### config.mk
export PLATFORM = sky130hd
export DESIGN_NAME = burst_mover
export DESIGN_NICKNAME = d
export VERILOG_FILES = /design/src/design/dm_pkg.sv /design/src/design/burst_mover.sv
export VERILOG_INCLUDE_DIRS = /design/src /design/src/design
export SDC_FILE = /design/constraint.sdc
export NUM_CORES = 1
export LEC_CHECK = 0
export ABC_CLOCK_PERIOD_IN_PS = 6830
export BUFFER_PORTS_ARGS = -buffer_cell sky130_fd_sc_hd__buf_2
export CELL_PAD_IN_SITES_DETAIL_PLACEMENT = 0
export CELL_PAD_IN_SITES_GLOBAL_PLACEMENT = 1
export CORE_UTILIZATION = 37
export DETAILED_ROUTE_END_ITERATION = 6
export PLACE_DENSITY = 0.77
export SLEW_MARGIN = 20
export SYNTH_ARGS = -nofsm -noshare
export SYNTH_HDL_FRONTEND = slang
export SYNTH_SLANG_ARGS = --single-unit
### constraint.sdc
create_clock -name aclk -period 6.83 [get_ports aclk]
set_input_delay 0.683 -clock aclk [delete_from_list [all_inputs] [get_ports aclk]]
set_output_delay 0.683 -clock aclk [all_outputs]
set_load 0.01 [all_outputs]
### src/design/dm_cfg.svh
`ifndef DM_CFG_SVH
`define DM_CFG_SVH

// Byte address and byte length width
`define DM_ADDR_W 32

// One data beat, and log2 of its size in bytes
`define DM_DATA_W 64
`define DM_BEAT_SHIFT 3

// Longest burst the mover issues, in beats
`define DM_MAX_BEATS 256

// Scratchpad depth in words and its word index width
`define DM_MEM_WORDS 1024
`define DM_MEM_AW ($clog2(`DM_MEM_WORDS))

`endif

### src/design/dm_pkg.sv
`default_nettype none

`include "dm_cfg.svh"

package dm_pkg;

   // Address channel payload, shared by the read and write sides
   // len holds beats minus one
   typedef struct packed {
      logic [`DM_ADDR_W-1:0] addr;
      logic [7:0]            len;
   } dm_addr_t;

   // One data beat with its end-of-burst flag
   typedef struct packed {
      logic [`DM_DATA_W-1:0] data;
      logic                  last;
   } dm_data_t;

   // Write response code
   typedef struct packed {
      logic [1:0] resp;
   } dm_resp_t;

   localparam logic [1:0] DM_RESP_OKAY = 2'b00;

   // Mover sequencing
   typedef enum logic [1:0] {
      DM_IDLE,
      DM_ISSUE,
      DM_WAIT_ADDR,
      DM_WAIT_RESP
   } dm_state_t;

   // Scratchpad write-side sequencing
   typedef enum logic [1:0] {
      MEM_ADDR,
      MEM_DATA,
      MEM_RESP
   } mem_state_t;

endpackage

`default_nettype wire

### src/design/burst_mover.sv
`timescale 1ns/1ns
`default_nettype none

`include "dm_cfg.svh"

module burst_mover import dm_pkg::*; (
   input  wire logic                  aclk,
   input  wire logic                  aresetn,
   input  wire logic                  start,
   input  wire logic [`DM_ADDR_W-1:0] src_base,
   input  wire logic [`DM_ADDR_W-1:0] dest_base,
   input  wire logic [`DM_ADDR_W-1:0] length,
   output logic                       done,
   output dm_addr_t                   ar,
   output logic                       ar_valid,
   input  wire logic                  ar_ready,
   input  wire dm_data_t              r,
   input  wire logic                  r_valid,
   output logic                       r_ready,
   output dm_addr_t                   aw,
   output logic                       aw_valid,
   input  wire logic                  aw_ready,
   output dm_data_t                   w,
   output logic                       w_valid,
   input  wire logic                  w_ready,
   input  wire dm_resp_t              b,
   input  wire logic                  b_valid,
   output logic                       b_ready
);

   dm_state_t             state;
   logic [`DM_ADDR_W-1:0] src_addr;
   logic [`DM_ADDR_W-1:0] dst_addr;
   logic [`DM_ADDR_W-1:0] remaining;
   logic                  ar_done;
   logic                  aw_done;

   logic [`DM_ADDR_W-1:0] beats_left;
   logic [`DM_ADDR_W-1:0] burst_beats;
   logic [`DM_ADDR_W-1:0] burst_bytes;
   logic [7:0]            burst_len;
   logic                  job_accept;
   logic                  ar_fire;
   logic                  aw_fire;
   logic                  b_fire;

   // Read data goes straight out as write data and stalls pass both ways
   assign w       = r;
   assign w_valid = r_valid;
   assign r_ready = w_ready;

   // Next burst size is capped at the maximum burst
   assign beats_left  = remaining >> `DM_BEAT_SHIFT;
   assign burst_beats = (beats_left > `DM_ADDR_W'(`DM_MAX_BEATS)) ?
                        `DM_ADDR_W'(`DM_MAX_BEATS) : beats_left;
   assign burst_bytes = burst_beats << `DM_BEAT_SHIFT;
   assign burst_len   = 8'(burst_beats - `DM_ADDR_W'(1));

   assign job_accept = (state == DM_IDLE) && done && start;
   assign ar_fire    = ar_valid && ar_ready;
   assign aw_fire    = aw_valid && aw_ready;
   assign b_fire     = b_valid && b_ready;

   always_ff @(posedge aclk or negedge aresetn) begin
      if (!aresetn) begin
         state     <= DM_IDLE;
         done      <= 1'b1;
         ar_valid  <= 1'b0;
         aw_valid  <= 1'b0;
         b_ready   <= 1'b0;
         ar_done   <= 1'b0;
         aw_done   <= 1'b0;
         remaining <= '0;
      end else begin
         case (state)
            DM_IDLE: begin
               if (!done) begin
                  // Only reached by a zero-length job
                  done <= 1'b1;
               end else if (start) begin
                  done      <= 1'b0;
                  remaining <= length;
                  if (length[`DM_ADDR_W-1:`DM_BEAT_SHIFT] != '0) begin
                     state <= DM_ISSUE;
                  end
               end
            end
            DM_ISSUE: begin
               ar_valid  <= 1'b1;
               aw_valid  <= 1'b1;
               ar_done   <= 1'b0;
               aw_done   <= 1'b0;
               remaining <= remaining - burst_bytes;
               state     <= DM_WAIT_ADDR;
            end
            DM_WAIT_ADDR: begin
               if (ar_fire) begin
                  ar_valid <= 1'b0;
                  ar_done  <= 1'b1;
               end
               if (aw_fire) begin
                  aw_valid <= 1'b0;
                  aw_done  <= 1'b1;
               end
               if ((ar_done || ar_fire) && (aw_done || aw_fire)) begin
                  b_ready <= 1'b1;
                  state   <= DM_WAIT_RESP;
               end
            end
            DM_WAIT_RESP: begin
               if (b_fire) begin
                  b_ready <= 1'b0;
                  if (remaining == '0) begin
                     done  <= 1'b1;
                     state <= DM_IDLE;
                  end else begin
                     state <= DM_ISSUE;
                  end
               end
            end
            default: state <= DM_IDLE;
         endcase
      end
   end

   // Job addresses and address channel payloads
   always_ff @(posedge aclk) begin
      if (job_accept) begin
         src_addr <= src_base;
         dst_addr <= dest_base;
      end else if (state == DM_ISSUE) begin
         ar.addr  <= {src_addr[`DM_ADDR_W-1:`DM_BEAT_SHIFT], {`DM_BEAT_SHIFT{1'b0}}};
         ar.len   <= burst_len;
         aw.addr  <= {dst_addr[`DM_ADDR_W-1:`DM_BEAT_SHIFT], {`DM_BEAT_SHIFT{1'b0}}};
         aw.len   <= burst_len;
         src_addr <= src_addr + burst_bytes;
         dst_addr <= dst_addr + burst_bytes;
      end
   end

endmodule

`default_nettype wire

==> metrics.txt <==
outcome finished, final reports clean; total clock sinks around 160; average wire per standard cell between 15 and 20 µm; antenna-violating nets left 0; Worst path slowest cell a2111oi_4; post-synthesis average cell area 9.81 µm²; top cells by count, synth 124 x edfxtp_1, 110 x a21oi_1, 107 x nand2_1; GRT Total Usage 0.180; Boundary Pins 322; final count of pins violating max slew 0; Routed WL 25.2 mm; Lkg Pwr 4.69 nW; DR pass1 iterations 4; CTS buffer count 17; number of H-tree levels 4; initial detailed-routing violation count ~480; sequential fraction of the synthesis area 0.462; Worst Path Required approximately 7 ns; Sum Neg Setup Slack 0 ns; maximum vdd drop ~230 µV; detailed placement HPWL approximately 18 mm; Crit Path Max Fanout 9; minimum clock period 6.04 ns; Max Root-Sink Buffers 2; CP endpoint kind flip-flop; initial antenna violation count 5; CTS tree built; Fin. Hold Viols 0; largest net degree at the start of global routing 84; Cell Area, Synth 0.0102 mm²; utilization after layout 0.430; worst hold path type in2async; relative slew slack 0.340; Tot Pwr about 5.6 mW; Yosys Warn Count 0; WP buf/inv 0; startpoint types flip-flop; Setup Fix Bufs, Post-CTS 0; DRC 0; hold_ws approximately 0.4 ns; Max Fclk 166 MHz; top_reg_cell synth edfxtp_1; RD Place Congestion 0.832; total grt overflow 0; unrepaired setup endpoints after global routing false; Worst-Margin Slew 0.987 ns; library cells used by synthesis 71; Max stage delay on crit path between 0.6 and 0.7 ns; Tcrit/Tclk final 0.884; Fin Clk Skew ~0.018 ns; Cells after Synth 1042; pwr dens 480 mW/mm²; area grow syn2layout 13.6%; vias about 8.1k; max cap viols 0; final instance area approximately 0.012 mm²; hold buffers post-CTS 0; Vias/cell approximately 5.3; crit-path leading delay family compound AO/OA/AOI/OAI gates; synthesis-stage register bit count 164; IO Port Bufs 173; nets between 1k and 1.5k; Synth area leader edfxtp_1; first-pass GRT wire length roughly 40 mm; Worst-Skew Late Latency about 0.43 ns; final setup violation count 0; Initial Utilization 0.378; Worst-path clk slew approximately 0.080 ns; Die Y 168 µm; core area ~0.027 mm²; Worst Path Arrival 6.20 ns; CP cell instances or4_4 > or3_1 > or3_4 > a2111oi_4 > and2_1 > ha_1 > a2111oi_0 > o21ai_0 > a2111oi_2 > a21oi_1 > o31ai_1 > o221ai_1 > nor4b_1 > nor3_1; chip width 168 µm; Synth area leaders edfxtp_1 36%, dfrtp_1 9.5%, ha_1 7.1%; post-cts resize count 0; Die ar. 0.0283 mm²; area fraction of the dominant cell type after synthesis 0.364; share of layout cells above drive strength 1 0.194; vias in the first global route 7665; Async SR Flop Fraction 0.244; Placement Cell Area 0.0110 mm²; WS Path Type reg2reg; Clock Tree Root clkbuf_16; Post-synth EDFFs about 120; row count 60; most frequent cell after synthesis edfxtp_1
-- per-stage QoR --
step                setup WS, ns  instances
CTS                        0.865       1516
global placement           0.989       1484
detailed placement         0.895       1484
finish                     0.793       1517
global route               0.458       1517
floorplan                   1.54       1081
-- layout make-up --
type                    instances  area [µm²]
fillers                      2670       15400
multi-input cells             768        4810
flip-flops and latches        164        4730
repair buffers                181         926
clock buffers                  25         558
well taps                     341         427
inverters                      30         113
clock inverters                 7        50.0
diodes                          1        2.50
-- cell usage in the layout (no fill, tap or decap), types with 5 or more instances in the layout --
cell type,netlist,layout
a211oi_1,7,7
a21o_1,28,28
a21oi_1,110,110
a31oi_1,7,7
and2_1,11,11
and3_1,6,5
buf_2,1,173
buf_4,81,8
clkbuf_16,0,21
conb_1,2,41
dfrtp_1,39,39
edfxtp_1,124,124
ha_1,58,57
inv_1,29,29
mux2i_1,7,7
nand2_1,107,106
nand2b_1,5,5
nand3_1,10,9
nand4_1,5,5
nor2_1,75,75
nor2b_1,8,8
nor3_1,21,21
nor4_1,12,12
o211ai_1,8,8
o21a_1,7,7
o21ai_0,84,83
o21bai_1,8,8
o22ai_1,12,12
o31ai_1,12,12
o32ai_1,7,7
or3_1,5,5
xnor2_1,21,21
xor2_1,26,26
-- power breakdown --
part / switching [mW] / internal [mW] / total, mW
Combinational: 1.50 / 0.987 / 2.48
Sequential: 0.316 / 1.79 / 2.11
Clock: 0.409 / 0.575 / 0.984
-- per-layer routing --
layer / up-vias / wire [µm] / share of wire / track usage
met2: 248 / 11900 / 0.47 / 0.296
met5: - / 40 / 0.0016 / 0
met1: 3804 / 11500 / 0.45 / 0.241
li1: 3965 / - / - / -
met3: 40 / 1490 / 0.059 / 0.0376
met4: 8 / 345 / 0.014 / 0.0474
-- worst paths after layout --
path,start,end,slack (ns),cells after the start
min in group aclk,dst_addr[5]$_DFFE_PP_,aw[13]$_DFFE_PP_,0.46,0
setup reg to reg,remaining[23]$_DFFE_PN0P_,dst_addr[31]$_DFFE_PP_,0.79,14
hold reg to reg,dst_addr[5]$_DFFE_PP_,aw[13]$_DFFE_PP_,0.46,0
hold / removal,aresetn,remaining[19]$_DFFE_PN0P_,0.40,1
max in group asynchronous,aresetn,remaining[9]$_DFFE_PN0P_,5.80,1
setup / recovery,remaining[23]$_DFFE_PN0P_,dst_addr[31]$_DFFE_PP_,0.79,14
-- kinds of logic (layout without fill, tap and decap cells) --
| family | Yosys count | count (layout) | share of synthesized area |
|---|---|---|---|
| AO/OA/AOI/OAI | 331 | 331 | 0.203 |
| XOR/XNOR | 47 | 47 | 0.0403 |
| adder cells (fa/ha/maj) | 60 | 60 | 0.0749 |
| buffers and inverters | 149 | 243 | 0.0846 |
| flip-flops | 164 | 164 | 0.462 |
| multiplexers | 7 | 7 | 0.00685 |
| other | 2 | 42 | 0.000734 |
| AND/OR/NAND/NOR | 282 | 282 | 0.128 |
-- sequential cells by signal, indices dropped and copies added (netlist names) --
signal,cells
dst_addr,29
ar_done,1
aw_done,1
aw,37
remaining,32
state,2
b_ready,1
done,1
src_addr,29
aw_valid,1
ar_valid,1
ar,29
Power figures use the tool's default switching activity.
